### config.mk
export PLATFORM = sky130hd
export DESIGN_NAME = result_collect
export DESIGN_NICKNAME = d
export VERILOG_FILES = /design/src/design/mont_pkg.sv /design/src/design/result_collect.sv
export VERILOG_INCLUDE_DIRS = /design/src /design/src/design
export SDC_FILE = /design/constraint.sdc
export NUM_CORES = 1
export LEC_CHECK = 0
export BUFFER_PORTS_ARGS = -buffer_cell sky130_fd_sc_hd__buf_2
export CAP_MARGIN = 0
export CORE_AREA = 2 2 251 253
export DETAILED_ROUTE_END_ITERATION = 8
export DIE_AREA = 0 0 253 255
export PLACE_DENSITY = 0.4
export SYNTH_ARGS = -nofsm -noshare
export SYNTH_HDL_FRONTEND = slang
export SYNTH_SLANG_ARGS = --single-unit
export TNS_END_PERCENT = 100
### constraint.sdc
create_clock -name i_clk -period 7.4 [get_ports i_clk]
set_input_delay 0.74 -clock i_clk [delete_from_list [all_inputs] [get_ports i_clk]]
set_output_delay 0.74 -clock i_clk [all_outputs]
set_load 0.02 [all_outputs]
### src/design/mont_config.svh
/*
  Build-time settings for the Montgomery squaring subsystem
  Word geometry, lane count, count width, modulus and factor
*/
`ifndef MONT_CONFIG_SVH
`define MONT_CONFIG_SVH

// Multiplier word geometry, R = 2^(words * bits)
`define MONT_WRD_BITS 32
`define MONT_NUM_WRDS 4

// Parallel squaring lanes
`define MONT_NUM_LANES 4

// Width of the squaring count
`define MONT_CNT_BITS 16

// Odd modulus p = 2^127 - 1, below 2^127
`define MONT_MODULUS 128'h7FFF_FFFF_FFFF_FFFF_FFFF_FFFF_FFFF_FFFF

// Negated inverse of p mod R
`define MONT_FACTOR 128'h8000_0000_0000_0000_0000_0000_0000_0001

`endif

### src/design/mont_pkg.sv
/*
  Shared types for the Montgomery squaring subsystem
  Word, operand, product, count and lane index vectors
  Multiplier mode and lane state enums
*/
`default_nettype none

`include "mont_config.svh"

package mont_pkg;

  // One multiplier word
  typedef logic [`MONT_WRD_BITS-1:0] mont_word_t;

  // Operand, all words packed, LSW at bit 0
  typedef logic [`MONT_NUM_WRDS*`MONT_WRD_BITS-1:0] mont_opnd_t;

  // Double-width product
  typedef logic [2*`MONT_NUM_WRDS*`MONT_WRD_BITS-1:0] mont_prod_t;

  // Squaring count
  typedef logic [`MONT_CNT_BITS-1:0] mont_cnt_t;

  // Lane index, at least one bit wide
  typedef logic [(`MONT_NUM_LANES > 1 ? $clog2(`MONT_NUM_LANES) : 1)-1:0] lane_idx_t;

  // One-hot multiplier mode
  typedef enum logic [2:0] {
    SQR   = 3'b001,
    MUL_L = 3'b010,
    MUL_H = 3'b100
  } mult_mode_t;

  // Lane FSM, one squaring is SQR -> RED_L -> RED_H -> FIX
  typedef enum logic [2:0] {
    LANE_IDLE,
    LANE_SQR,
    LANE_RED_L,
    LANE_RED_H,
    LANE_FIX,
    LANE_DONE
  } lane_state_t;

endpackage

`default_nettype wire

### src/design/result_collect.sv
/*
  Result collector
  Drains lanes in round-robin order into a registered output
*/
`timescale 1ns/1ps
`default_nettype none

`include "mont_config.svh"

module result_collect
  import mont_pkg::*;
(
  input  logic                       i_clk,
  input  logic                       i_rst,
  input  logic [`MONT_NUM_LANES-1:0] i_lane_done,
  input  mont_opnd_t                 i_lane_res [`MONT_NUM_LANES],
  input  logic                       i_res_rdy,
  output logic [`MONT_NUM_LANES-1:0] o_lane_release,
  output logic                       o_res_val,
  output mont_opnd_t                 o_res
);

  localparam lane_idx_t LAST_LANE = lane_idx_t'(`MONT_NUM_LANES - 1);

  // Same order as the dispatcher
  lane_idx_t ptr;
  logic      res_xfer;
  logic      res_load;

  assign res_xfer = o_res_val && i_res_rdy;

  // Load only into an empty output register
  assign res_load = !o_res_val && i_lane_done[ptr];

  // Release the lane as its result leaves
  always_comb begin
    o_lane_release = '0;
    if (res_xfer) begin
      o_lane_release[ptr] = 1'b1;
    end
  end

  // Valid flag and pointer
  always_ff @(posedge i_clk) begin
    if (i_rst) begin
      o_res_val <= 1'b0;
      ptr       <= '0;
    end else if (res_xfer) begin
      o_res_val <= 1'b0;
      ptr       <= (ptr == LAST_LANE) ? '0 : ptr + lane_idx_t'(1);
    end else if (res_load) begin
      o_res_val <= 1'b1;
    end
  end

  // Output data, held while valid
  always_ff @(posedge i_clk) begin
    if (res_load) begin
      o_res <= i_lane_res[ptr];
    end
  end

endmodule

`default_nettype wire

Yosys cells after proc, flatten, opt, wreduce, memory -nomap -nowiden. Cells that the tools add are included.

Add/sub/neg operators: 1. Multiply operators: 0. Div/mod/pow operators: 0. Magnitude comparators: 3. Eq/ne operators: 1. Shift-type cells: 0. Mux-type cells: 9. Bitwise operators: 1. Reductions and logical operators: 5.

Operator list (count): $bmux 128 s2 (1); $mux 128 (2); $mux 4 (1); $ge 3x3->1 const B (1); $logic_and 1x1->1 (3); $lt 2x3->1 const B (1); $not 2->3 (1); $add 2x1->2 const B (1); $bmux 1 s2 (1); $demux 1 s2 (1); $eq 2x2->1 const B (1); $ge 2x1->1 const B (1); $mux 1 (2); $mux 2 (1); $reduce_or 2->1 (1); $logic_not 1->1 (1).

Flip-flop bits (word level): 131. Latch bits: 0. RAM bits: 0. Bits in read-only memories: 0. Input port bits: 519. Output and inout port bits: 133. Word-level logic and storage cells: 23. Memories: 0.

Logic depth before layout (Yosys ltp).
Word-level depth: 5. Mapped depth: 7. Depth with buffers taken out: 4.

Least setup slack after synthesis. OpenSTA, ideal clock, no wires.

Kind: input -> register. Start: input i_lane_done[1]. End: register o_res[0] (enable). Setup time: 633 ps. Arrival: 6617 ps. Required time: 6767 ps. Slack: 151 ps. Stages: 2. Path buffers: 0. Cell sequence: mux4_2 nor2b_1.

Cells in the longest elaborated chain, start to end: 3.

Ends and longest elaborated chain: from (decl) (line result_collect.sv:15) `` input logic [`MONT_NUM_LANES-1:0] i_lane_done, ``; $bmux 1 s2 (line result_collect.sv:33) `assign res_load = !o_res_val && i_lane_done[ptr];`; $mux 1 (implied by the code) (line result_collect.sv:33); $logic_and 1x1->1 (line result_collect.sv:33); named net res_load (line result_collect.sv:28) `logic res_load;`; to (signal assigned) (line result_collect.sv:59) `o_res <= i_lane_res[ptr];`; to (decl) (line result_collect.sv:20) `output mont_opnd_t o_res`.

The timed path passes the listed nets, and every way through them passes these cells. The select of a mux whose other input is x is not followed. A chain may end at the register's enable or synchronous reset.

Worst setup path in the final report.
Start: register ptr[0]. End: output o_lane_release[0].

Cells in the longest elaborated chain, start to end: 5. Elaborated cells on any way between the ends: 6. Classes of those cells: order compare: 2; mux: 3; reduce/logical: 1.

Ends and longest elaborated chain: from (decl) (line result_collect.sv:26) `lane_idx_t ptr;`; from (signal assigned) (line result_collect.sv:50) `ptr <= (ptr == LAST_LANE) ? '0 : ptr + lane_idx_t'(1);`; $lt 2x3->1 (implied by the code) / $ge 2x1->1 (equally long branches) (line result_collect.sv:39) `o_lane_release[ptr] = 1'b1;`; $logic_and 1x1->1 (implied by the code) (line result_collect.sv:39); $mux 1 (implied by the code) (line result_collect.sv:39); $demux 1 s2 * (line result_collect.sv:39); $mux 4 * (line result_collect.sv:38) `if (res_xfer) begin`; to (decl) (line result_collect.sv:18) `` output logic [`MONT_NUM_LANES-1:0] o_lane_release, ``.

Every way passes the cells marked *; elsewhere a longest branch is shown, timed or not.

==> reports/metrics.yaml <==
outcome:
  status: "completed"
synthesis:
  synth_area_leaders: "edfxtp_1, mux4_2, buf_6, buf_2, dfxtp_1"
  yosysTopAreaCellShare_pct: 53.41
  seq_area_frac_synth_pct: 54.24
  yosys.area.top_type: "edfxtp_1"
  synth_area_sq_um: 7197
  synth_compound_area_share_pct: 0.5563
  syn_nets: 837
  synth_top_family_by_area: "multiplexers"
  synth_seq_cells: 131
  yosys.cell_types.count: 19
  synth_xor_area_share_pct: 0
  muxShareOfSynthArea_pct: 40.68
  synth-adder-area-share_pct: 0.6954
  syn_area_per_cell_sq_um: 22.92
  synth-warning-count: 0
  syn_inst: 314
  yosys.area_share.simple_pct: 0.9388
pwr:
  pwr-share-clk_pct: 35.4
  internal_power_uw: 1636
  pwr-share-comb_pct: 23.0
  vdd_drop_max_v: 0.0001639
  cellLeakagePower_uw: 0.004872
  seq_power_share_pct: 41.6
  switching_power_uw: 650.9
  total_power_uw: 2287
  netSwitchingFraction_pct: 28.46
  power_density_nw_per_um2: 192.7
timing:
  slew-limit-headroom_pct: 35.88
  rsz0062_at_grt: "no"
  final_max_slew_viol_count: 0
  final.setup.tns_ps: 0
  setup_viol: 0
  fin_crit_ps: 2995
  finalCritPeriodShare_pct: 40.47
  setup_ws_ps: 4405
  max_freq_mhz: 333.9
  fin_skew_ps: 8.225
  worst_slew_pin_slew_ps: 961.8
  hold_viol: 0
cells_and_area:
  fill_cells: 6807
  layout.area.seq_sq_um: 3911
  fin_nets: 1483
  final_cell_mix: "buf_2, mux4_2, edfxtp_1"
  final_common_cell: "buf_2"
  layout-drive-gt1-share_pct: 84.48
  area_growth_syn_to_layout_pct: 64.93
  multi_input_area_sq_um: 3093
setup_path:
  critPathCaptureType: "primary output"
  critPathKind: "flop to primary output"
  worstSetupStartpoint: "ptr[0]"
  critPathRequiredTime_ps: 6660
  cp-start-kind: "flop"
  arrival_ps: 2250
  path_max_fanout: 26
  worstReg2RegStart: "ptr[0]"
routing:
  drt-total-wl_mm: 30.84
  viasPerCell: 3.541
  drtIter0Drc: 284
  firstDrtPassIters: 4
  drc: 0
  vias: 6278
  wl_per_cell_um: 17.40
  ant_nets: 0
placed_design:
  numPortBuffers: 651
  place.gp.congestion: 0.8414
  place_ws_ps: 4472
  dpl.hpwl_mm: 25.89
min_path:
  hold_path_class: "input port to flop"
  hp-start: "i_rst"
clock_tree:
  clock_sinks: 131
  cts_max_level: 4
  clk_root_buffer_cell: "clkbuf_16"
  clk_latency_ps: 470
  cts_setup_buffers: 0
  numCtsBuffers: 17
  hold_buffers: 0
  clk_pin_slew_ps: 60
  cts_tree: "built"
  cts_resized: 0
  clockBufferDepth: 2
flow_run:
  cap_violations: 0
die:
  floorplan.rows: 92
  ios: 652
  die_x_um: 253
  start_util_pct: 11.58
  die_h_um: 255
  die-area_sq_um: 64520
  core_region_area_sq_um: 62160
grt:
  antenna_found_initial: 1
  grt_max_degree: 68
  grt_overflow: 0
  grt_pass1_vias: 6726
  track_usage_pct: 9.141
  grt_pass1_wl_mm: 42.45
==> cell usage after synthesis <==
cell type / n
a221o_1: 1
nor3_1: 1
buf_2: 16
buf_6: 8
buf_4: 1
nand4bb_1: 1
ha_1: 4
mux2_1: 2
mux4_2: 129
a21oi_1: 2
dfxtp_1: 3
edfxtp_1: 128
clkbuf_1: 6
nand3_1: 1
a21bo_2: 2
inv_1: 2
nor3b_1: 2
nor2b_1: 1
and3_1: 4
==> area by class of cell <==
| cell class | count | share of cell area [%] |
|---|---|---|
| Timing Repair Buffer | 658 | 27.89 |
| Inverter | 2 | 0.06324 |
| Sequential cell | 131 | 32.95 |
| Clock buffer | 18 | 3.615 |
| Multi-Input combinational cell | 150 | 26.06 |
| Clock inverter | 14 | 0.9803 |
| Antenna cell | 1 | 0.02108 |
| Tap cell | 799 | 8.422 |
==> stage by stage <==
stage	cells	hold WS (ps)	area, sq um	utilization, %
global route	1772	457.8	11870	19.09
CTS	1772	437.7	11870	19.09
global placement	1740	626.2	11320	18.21
finish	1773	494.0	11870	19.10
floorplan	314	588.0	7197	-
detailed placement	1740	628.3	11320	18.21
==> logic make-up after synthesis <==
family	after synthesis
buffers and inverters	33
AND/OR/NAND/NOR	10
flip-flops	131
adder cells (fa/ha/maj)	4
AO/OA/AOI/OAI	5
multiplexers	131
==> path summary, 6_finish.rpt <==
kind	to	slack, ps	depth (start not counted)
hold / removal	ptr[0]	490	2
setup / recovery	o_lane_release[0]	4410	5
hold reg to reg	ptr[1]	640	2
setup reg to reg	o_res[40]	4570	3
==> critical path, cell delays in order (launching register included) <==
cell	delay [ps]
dfxtp_4	630
buf_4	480
inv_1	130
ha_1	210
and3_1	180
buf_2	160
==> registers in the layout, summed over array words and instances, names as in the netlist <==
name,cells
o_res,128
o_res_val,1
ptr,2
==> routing by layer <==
metal  global-route usage (%)  vias to the layer above  wire length, um
met3                    3.295                       26             2796
met1                    9.958                     3130            11440
li1                         -                     2756                -
met5                        0                        -                0
met2                    15.98                      366            16030
met4                    4.007                        0              580
==> power by group through the flow <==
stage	Sequential, uW	Combinational, uW	Clock, uW
global route	960	568	879
CTS	954	537	857
finish	951	525	810
detailed placement	969	537	0
global placement	969	535	0
floorplan	1070	186	0
Note: power is estimated with default switching activity, not from simulation.
