`src/design/mont_config.svh`:
```
/*
  Build-time settings for the Montgomery squaring subsystem
  Word geometry, lane count, count width, modulus and factor
*/
`ifndef MONT_CONFIG_SVH
`define MONT_CONFIG_SVH

// Multiplier word geometry, R = 2^(words * bits)
`define MONT_WRD_BITS 32
`define MONT_NUM_WRDS 4

// Parallel squaring lanes
`define MONT_NUM_LANES 4

// Width of the squaring count
`define MONT_CNT_BITS 16

// Odd modulus p = 2^127 - 1, below 2^127
`define MONT_MODULUS 128'h7FFF_FFFF_FFFF_FFFF_FFFF_FFFF_FFFF_FFFF

// Negated inverse of p mod R
`define MONT_FACTOR 128'h8000_0000_0000_0000_0000_0000_0000_0001

`endif

```
`src/design/mont_pkg.sv`:
```
/*
  Shared types for the Montgomery squaring subsystem
  Word, operand, product, count and lane index vectors
  Multiplier mode and lane state enums
*/
`default_nettype none

`include "mont_config.svh"

package mont_pkg;

  // One multiplier word
  typedef logic [`MONT_WRD_BITS-1:0] mont_word_t;

  // Operand, all words packed, LSW at bit 0
  typedef logic [`MONT_NUM_WRDS*`MONT_WRD_BITS-1:0] mont_opnd_t;

  // Double-width product
  typedef logic [2*`MONT_NUM_WRDS*`MONT_WRD_BITS-1:0] mont_prod_t;

  // Squaring count
  typedef logic [`MONT_CNT_BITS-1:0] mont_cnt_t;

  // Lane index, at least one bit wide
  typedef logic [(`MONT_NUM_LANES > 1 ? $clog2(`MONT_NUM_LANES) : 1)-1:0] lane_idx_t;

  // One-hot multiplier mode
  typedef enum logic [2:0] {
    SQR   = 3'b001,
    MUL_L = 3'b010,
    MUL_H = 3'b100
  } mult_mode_t;

  // Lane FSM, one squaring is SQR -> RED_L -> RED_H -> FIX
  typedef enum logic [2:0] {
    LANE_IDLE,
    LANE_SQR,
    LANE_RED_L,
    LANE_RED_H,
    LANE_FIX,
    LANE_DONE
  } lane_state_t;

endpackage

`default_nettype wire

```
`src/design/job_dispatch.sv`:
```
/*
  Job dispatcher
  Round-robin pointer, start pulse to the pointed-to idle lane
*/
`timescale 1ns/1ps
`default_nettype none

`include "mont_config.svh"

module job_dispatch
  import mont_pkg::*;
(
  input  logic                       i_clk,
  input  logic                       i_rst,
  input  logic                       i_job_val,
  input  mont_opnd_t                 i_job_opnd,
  input  mont_cnt_t                  i_job_cnt,
  input  logic [`MONT_NUM_LANES-1:0] i_lane_idle,
  output logic                       o_job_rdy,
  output logic [`MONT_NUM_LANES-1:0] o_lane_start,
  output mont_opnd_t                 o_opnd,
  output mont_cnt_t                  o_cnt
);

  localparam lane_idx_t LAST_LANE = lane_idx_t'(`MONT_NUM_LANES - 1);

  // Next lane to receive a job
  lane_idx_t ptr;
  logic      job_xfer;

  // Ready follows the pointed-to lane
  assign o_job_rdy = i_lane_idle[ptr];
  assign job_xfer  = i_job_val && o_job_rdy;

  // One-hot start, only on a transfer
  always_comb begin
    o_lane_start = '0;
    if (job_xfer) begin
      o_lane_start[ptr] = 1'b1;
    end
  end

  // Shared buses, only the started lane latches
  assign o_opnd = i_job_opnd;
  assign o_cnt  = i_job_cnt;

  // Pointer moves on each accepted job
  always_ff @(posedge i_clk) begin
    if (i_rst) begin
      ptr <= '0;
    end else if (job_xfer) begin
      ptr <= (ptr == LAST_LANE) ? '0 : ptr + lane_idx_t'(1);
    end
  end

endmodule

`default_nettype wire

```
`config.mk`:
```
export PLATFORM = sky130hd
export DESIGN_NAME = job_dispatch
export DESIGN_NICKNAME = d
export VERILOG_FILES = /design/src/design/mont_pkg.sv /design/src/design/job_dispatch.sv
export VERILOG_INCLUDE_DIRS = /design/src /design/src/design
export SDC_FILE = /design/constraint.sdc
export NUM_CORES = 1
export LEC_CHECK = 0
export BUFFER_PORTS_ARGS = -buffer_cell sky130_fd_sc_hd__buf_2
export CORE_AREA = 2 2 117 119
export DETAILED_ROUTE_END_ITERATION = 6
export DIE_AREA = 0 0 119 121
export PLACE_DENSITY = 0.52
export REMOVE_ABC_BUFFERS = 1
export SLEW_MARGIN = 30
export SYNTH_ARGS = -nofsm -noshare
export SYNTH_HDL_FRONTEND = slang
export SYNTH_SLANG_ARGS = --single-unit
```
`constraint.sdc`:
```
create_clock -name i_clk -period 4.5 [get_ports i_clk]
set_clock_uncertainty 0.1 [all_clocks]
set_input_delay 0.45 -clock i_clk [delete_from_list [all_inputs] [get_ports i_clk]]
set_output_delay 0.45 -clock i_clk [all_outputs]
set_load 0.02 [all_outputs]
```
### Word-level counts from Yosys, hierarchy flattened

Index checks and enable logic that the tools add are counted.

* register bits: 2
* input port bits: 151
* output and inout bits: 149
* logic and storage cells: 13

* add/sub/neg operators: 1
* $lt $le $gt $ge: 2
* equality and inequality tests: 1
* multiplexer cells: 6
* reduce and logical (&&, ||, !) cells: 2

Operators with widths (count)
* $mux W4: 1
* $lt A2 B3 Y1 const B: 1
* $add A2 B1 Y2 const B: 1
* $bmux W1 S2: 1
* $demux W1 S2: 1
* $eq A2 B2 Y1 const B: 1
* $ge A2 B1 Y1 const B: 1
* $logic_and A1 B1 Y1: 2
* $mux W1: 2
* $mux W2: 1

### Logic depth before layout (Yosys ltp)

Gate-level depths: netlist (run 1).

* word-level depth: 5
* mapped depth: 4
* mapped depth without buffers: 4

### Least setup slack after synthesis (run 1)

No wires, ideal clock.

* kind: reg2out
* start: reg ptr[1]
* end: out o_lane_start[0]
* data arrival time: 1.102 ns
* data required time: 3.950 ns
* path slack: 2.848 ns
* cell stages (with the launch flop): 4
* path buffers: 0
* cells stage by stage: dfxtp_1 > mux2_4 > o2bb2ai_1 > and2_1

* word-level cells in the longest chain between the ends: 5
* elaborated cells between the ends (all ways): 9
* those cells by class: order compare (2); mux (5); reduce/logical (2)

RTL lines
* start: declaration: RTL line job_dispatch.sv:28 `lane_idx_t ptr;`
* start signal: assignment: RTL line job_dispatch.sv:52 `ptr <= (ptr == LAST_LANE) ? '0 : ptr + lane_idx_t'(1);`
* $lt A2 B3 Y1 (implied by the code) or $ge A2 B1 Y1 (tied branches): RTL line job_dispatch.sv:39 `o_lane_start[ptr] = 1'b1;`
* $logic_and A1 B1 Y1 (implied by the code): RTL line job_dispatch.sv:39
* $mux W1 (implied by the code): RTL line job_dispatch.sv:39
* $demux W1 S2: RTL line job_dispatch.sv:39
* $mux W4 (*): RTL line job_dispatch.sv:38 `if (job_xfer) begin`
* end: declaration: RTL line job_dispatch.sv:20 `` output logic [`MONT_NUM_LANES-1:0] o_lane_start, ``

Mark *: on every way between the ends. The rest lies on a longest branch, timed or not. The select of a mux whose other input is x is not followed.

### Worst setup path after layout (run 1)

* start: reg ptr[1]
* end: out o_lane_start[1]

Same word-level chain as after synthesis.

==> flow_metrics.py, run 1 <==
metrics = {
    "setup_path": {
        "critical-path-top-delay-family": "flip-flops",
        "slowest_stage": "dfxtp_1",
        "path_cells": "mux2i_1 -> o2bb2ai_1 -> and2_1 -> buf_2",
        "path_max_fanout": 6,
        "path_buf_inv": 1,
        "max_stage_delay_ns": 0.46,
        "worst_r2r_endpoint": "ptr[0]$_SDFFE_PP0P_",
        "r2r_setup_slack_ns": 2.87,
        "rr_worst_depth": 3,
        "critical_path_arrival_ns": 1.63,
        "r2r_start": "ptr[1]$_SDFFE_PP0P_",
        "startpoint_type": "register",
        "worstSetupPathType": "reg -> out",
        "required_ns": 3.95,
        "end_kind": "output port",
    },
    "global_routing": {
        "antenna_found_initial": 2,
        "grt_max_degree": 9,
        "grt_pass1_wl_microns": 25690,
        "grt_pass1_vias": 608,
        "grt_usage_pct": 32.57,
        "grt-ovfl-total": 0,
    },
    "flow_run": {
        "cap_violations": 0,
    },
    "floorplanning": {
        "io_pins": 300,
        "start_util_pct": 10.09,
        "coreArea_sq_um": 13090,
        "dieWidth_microns": 119,
        "die_h_microns": 121,
        "dieArea_sq_um": 14400,
        "placementRows": 42,
    },
    "finish": {
        "drive_gt1_share_pct": 42.50,
        "largest_register_ffs": 2,
        "top_register": "ptr",
        "layout_common_cells": "11 x buf_2, 4 x and2_1, 4 x ha_1",
        "reg_top3": "ptr: 2 flops",
        "final_common_cell": "buf_2",
        "post-route-util_pct": 4.523,
        "nets": 197,
        "multi_input_area_sq_um": 191.4,
        "nFillCells": 1546,
        "area_growth_pct": -55.17,
        "final-seq-area_sq_um": 40.04,
    },
    "cts": {
        "cts_hold_buf": 0,
        "clkTransAtPathRegs_ns": 0.03,
        "cts_buffer_depth": 2,
        "clock-sinks": 2,
        "clkLatencyLatePin_ns": 0.22,
        "htreeDepth": 1,
        "cts-buffers-inserted": 3,
        "root_buffer": "clkbuf_16",
        "cts_tree": "done",
        "postCtsResizedCells": 0,
        "cts_setup_buffers": 0,
    },
    "sta": {
        "worst_pin_slew_ns": 0.3331,
        "fin_crit_ns": 2.184,
        "grt_setup_unrepaired": "no",
        "finalSetupTns_ns": 0,
        "max_clock_freq_mhz": 458.0,
        "fin_crit_sh_pct": 48.52,
        "relSlewSlack_pct": 77.16,
        "finalHoldViolCount": 0,
        "setup_viol": 0,
        "slew_violations": 0,
    },
    "min_path": {
        "hold_start": "i_rst",
        "holdPathStages": 3,
        "hold_end": "ptr[1]$_SDFFE_PP0P_",
        "hold_class": "in -> reg",
    },
    "yosys": {
        "ys_ff_latch": 2,
        "synthesis.area_sq_um": 1320,
        "synthCells": 170,
        "synthTopCellsByArea": "buf_4 82%, ha_1 3.8%, dfxtp_1 3.0%, mux2_4 2.3%, and2_1 1.9%",
        "ys_types": 16,
        "synth_top_area_share_pct": 81.90,
        "yosys.area.top_type": "buf_4",
        "ys_seq_area_share_pct": 3.033,
        "syn_area_per_cell_sq_um": 7.765,
        "yosys_warnings": 0,
    },
    "detailed_routing": {
        "drc": 0,
        "drtAntennaViolNets": 0,
        "wl_microns": 24020,
        "post_drt_via_cell_ratio": 3.512,
        "post_drt_wl_per_cell_microns": 110.7,
        "num_vias": 762,
        "first_pass_iters": 4,
        "drt_iter0_drc": 116,
    },
    "pwr": {
        "peakVddDrop_mv": 0.07769,
        "power.density_nw_per_um2": 331.9,
        "leakagePower_nw": 0.1944,
    },
    "place": {
        "gp_congestion": 1.211,
        "io_buffers": 11,
    },
    "outcome": {
        "status": "completed",
    },
}
==> metrics by stage <==
step / total power [W] / instance area, sq um / hold slack [ns] / setup slack (ns) / instances
4_1_cts: 0.0001954 / 589.3 / 0.4394 / 2.338 / 216
3_3_place_gp: 0.00005933 / 514.2 / 0.5479 / 2.594 / 213
6_report: 0.0001964 / 591.8 / 0.4354 / 2.316 / 217
2_1_floorplan: 0.00004659 / 239.0 / 0.5065 / 2.848 / 26
3_5_place_dp: 0.00005998 / 514.2 / 0.5694 / 2.580 / 213
5_1_grt: 0.0002030 / 589.3 / 0.4531 / 2.161 / 216
==> report_power, final <==
group	switching, W	leakage, nW	internal [W]	total [W]
Sequential	0.00000427	0.0164	0.0000198	0.0000241
Combinational	0.0000205	0.141	0.0000169	0.0000374
Clock	0.0000217	0.0370	0.000113	0.000135
Total	0.0000465	0.194	0.000150	0.000196
==> worst max-delay path by stage <==
stage                            to  cells after the start                start
floorplan           o_lane_start[0]                      3  ptr[1]$_SDFFE_PP0P_
global placement    o_lane_start[0]                      5       i_lane_idle[0]
detailed placement  o_lane_start[2]                      5       i_lane_idle[0]
CTS                 o_lane_start[2]                      4  ptr[1]$_SDFFE_PP0P_
global route        o_lane_start[2]                      4  ptr[1]$_SDFFE_PP0P_
finish              o_lane_start[1]                      4  ptr[1]$_SDFFE_PP0P_
==> worst min-delay path, cell delays in order <==
cell and delay, ns:
buf_2 0.10, or2b_1 0.09, mux2i_1 0.06
==> synthesized netlist by cell type <==
| cell | number |
|---|---|
| nand2_1 | 1 |
| or2b_1 | 1 |
| buf_4 | 144 |
| inv_1 | 2 |
| nand2b_1 | 1 |
| a2bb2oi_2 | 1 |
| a21oi_1 | 1 |
| nor3_1 | 1 |
| mux2i_1 | 2 |
| nor2_1 | 2 |
| mux2_4 | 2 |
| and2b_1 | 1 |
| dfxtp_1 | 2 |
| o2bb2ai_1 | 1 |
| ha_1 | 4 |
| and2_1 | 4 |
==> layer usage <==
| metal | vias to the layer above | routed length [microns] | track usage, % |
|---|---|---|---|
| met4 | 2 | 2162 | 21.88 |
| met3 | 64 | 7628 | 51.60 |
| met2 | 318 | 12370 | 59.84 |
| li1 | 120 | - | - |
| met1 | 258 | 1835 | 5.943 |
| met5 | - | 13 | 1.838 |
==> logic make-up after synthesis <==
| family | count (synthesis) | share of synthesized area, % |
|---|---|---|
| compound gates | 3 | 2.180 |
| flops | 2 | 3.033 |
| buf+inv | 146 | 82.46 |
| fa+ha+maj | 4 | 3.792 |
| mux | 4 | 3.792 |
| simple gates | 11 | 4.739 |
==> layout make-up <==
cell class	instances	share of cell area (%)
inverter	2	1.268
tap	176	37.21
timing repair buffer	11	9.302
sequential	2	6.765
antenna	1	0.4228
multi-input combinational	22	32.35
clock buffer	3	12.68
Power figures use the tool's default switching activity.
==> inputs of run 2 (changes only) <==
ABC_AREA = 1   (was not set)
CORE_AREA = 2 2 116 118   (was 2 2 117 119)
DIE_AREA = 0 0 118 120   (was 0 0 119 121)
clock period = 2.2 ns   (was 4.5 ns; I/O delays follow)
==> flow_metrics.py, run 2 <==
metrics = {
    "outcome": {
        "status": "completed",
    },
    "detailed_routing": {
        "post_drt_wl_per_cell_microns": 106.1,
        "post_drt_via_cell_ratio": 3.551,
        "wl_microns": 24080,
        "drc": 0,
        "num_vias": 806,
        "first_pass_iters": 4,
        "drtAntennaViolNets": 0,
        "drt_iter0_drc": 101,
    },
    "finish": {
        "largest_register_ffs": 2,
        "final_common_cell": "buf_2",
        "nFillCells": 1551,
        "drive_gt1_share_pct": 41.18,
        "area_growth_pct": -55.09,
        "final-seq-area_sq_um": 40.04,
        "post-route-util_pct": 4.588,
        "reg_top3": "ptr: 2 flops",
        "n_antenna_cell": 0,
        "multi_input_area_sq_um": 171.4,
        "top_register": "ptr",
        "nets": 208,
        "layout_common_cells": "11 x buf_2, 8 x inv_1, 7 x nand2_1, 7 x nor2_1, 4 x ha_1",
    },
    "yosys": {
        "ys_seq_area_share_pct": 3.019,
        "ys.flop_type": "dfxtp_1",
        "synth.most_common_cell": "buf_4",
        "ys_async_sr_fraction_pct": 0,
        "ys_ff_latch": 2,
        "syn_area_per_cell_sq_um": 7.327,
        "ys_types": 14,
        "synth_top_area_share_pct": 81.51,
        "synth_edf_count": 0,
        "yosys_warnings": 0,
        "synthTopCellsByArea": "buf_4 82%, ha_1 3.8%, dfxtp_1 3.0%, inv_1 2.3%, nand2_1 2.0%",
        "yosys.area.top_type": "buf_4",
        "synthesis.area_sq_um": 1326,
        "yosys-top-cells-count": "144 x buf_4, 8 x inv_1, 7 x nand2_1, 7 x nor2_1, 4 x ha_1",
        "synthCells": 181,
    },
    "global_routing": {
        "grt_pass1_wl_microns": 25720,
        "grt_usage_pct": 33.28,
        "grt_pass1_vias": 567,
        "grt_max_degree": 7,
        "antenna_found_initial": 0,
        "grt-ovfl-total": 0,
    },
    "floorplanning": {
        "die_h_microns": 120,
        "coreArea_sq_um": 12980,
        "placementRows": 42,
        "start_util_pct": 10.22,
        "dieWidth_microns": 118,
        "dieArea_sq_um": 14160,
        "io_pins": 300,
    },
    "setup_path": {
        "end_kind": "output port",
        "required_ns": 1.88,
        "worstSetupPathType": "reg -> out",
        "r2r_setup_slack_ns": 0.91,
        "critical_path_arrival_ns": 1.33,
        "startpoint_type": "register",
        "path_max_fanout": 6,
    },
    "cts": {
        "postCtsResizedCells": 0,
        "root_buffer": "clkbuf_16",
        "htreeDepth": 1,
        "clkTransAtPathRegs_ns": 0.03,
        "cts_tree": "done",
        "clock-sinks": 2,
        "cts_setup_buffers": 0,
        "cts-buffers-inserted": 3,
        "cts_hold_buf": 0,
        "clkLatencyLatePin_ns": 0.23,
        "cts_buffer_depth": 2,
    },
    "pwr": {
        "leakagePower_nw": 0.2189,
        "peakVddDrop_mv": 0.1827,
        "cell_internal_pwr_w": 0.0003050,
        "power_frac_clock_pct": 67.4,
        "p_sw_share_pct": 27.25,
        "seqPwrFrac_pct": 11.6,
        "power.density_nw_per_um2": 703.9,
        "p_switching_w": 0.0001142,
        "combPwrFrac_pct": 21.0,
    },
    "flow_run": {
        "cap_violations": 0,
    },
    "place": {
        "gp_congestion": 1.327,
        "io_buffers": 11,
        "dp_hpwl_microns": 23660,
    },
    "min_path": {
        "hold_class": "in -> reg",
    },
    "sta": {
        "max_clock_freq_mhz": 605.6,
        "worst_pin_slew_ns": 0.2354,
        "fin_crit_ns": 1.651,
        "fin_crit_sh_pct": 75.06,
        "slew_violations": 0,
        "setup_viol": 0,
        "relSlewSlack_pct": 84.29,
        "finalSetupTns_ns": 0,
        "finalHoldViolCount": 0,
        "grt_setup_unrepaired": "no",
    },
}
==> run 2: cells by family after synthesis <==
kind of cell	share of synthesized area [%]
compound gates	0.3770
fa+ha+maj	3.774
buf+inv	84.06
flops	3.019
simple gates	8.776
==> run 2: power by group through the flow <==
stage | clock (W) | combinational, W | sequential, W
3_5_place_dp | 0 | 0.0000888 | 0.0000488
4_1_cts | 0.000284 | 0.0000891 | 0.0000483
6_report | 0.000282 | 0.0000882 | 0.0000486
5_1_grt | 0.000288 | 0.0000976 | 0.0000498
3_3_place_gp | 0 | 0.0000896 | 0.0000483
2_1_floorplan | 0 | 0.0000578 | 0.0000468
==> run 2: cell type report <==
cell class | instances | share of cell area (%)
inverter | 9 | 5.672
multi-input combinational | 26 | 28.78
clock buffer | 3 | 12.61
timing repair buffer | 11 | 9.244
sequential | 2 | 6.723
tap | 176 | 36.97
==> run 2: metal layers <==
| layer | GRT usage, % | up-vias | share of wire (%) |
|---|---|---|---|
| met5 | 5.882 | - | 0.43 |
| met4 | 22.21 | 4 | 6.9 |
| met3 | 52.71 | 53 | 32 |
| met2 | 61.95 | 341 | 54 |
| met1 | 5.251 | 268 | 7.0 |
| li1 | - | 140 | - |
==> run 2: per-stage QoR <==
stage                     instances   power, W  area, sq um  hold WS (ns)  worst slack [ns]
final                           227  0.0004192        595.6        0.1774            0.5486
after global routing            227  0.0004358        595.6        0.1968            0.4664
after CTS                       227  0.0004216        595.6        0.1860            0.5537
after detailed placement        224  0.0001376        520.5        0.3420            0.7883
after global placement          224  0.0001379        520.5        0.3420            0.8200
after floorplan                  37  0.0001047        245.2        0.2608            0.8919
==> run 2: worst max-delay path, cell delays in order (launching register included) <==
cell	delay [ns]
dfxtp_1	0.43
inv_2	0.11
nand2_2	0.08
nand3_2	0.10
and2_2	0.23
buf_2	0.16
==> run 2: worst paths after layout <==
kind	start	endpoint	depth (start not counted)
hold reg to reg	ptr[1]$_SDFFE_PP0P_	ptr[1]$_SDFFE_PP0P_	4
hold / removal	i_rst	ptr[1]$_SDFFE_PP0P_	4
setup reg to reg	ptr[1]$_SDFFE_PP0P_	ptr[1]$_SDFFE_PP0P_	6
setup / recovery	ptr[0]$_SDFFE_PP0P_	o_job_rdy	5
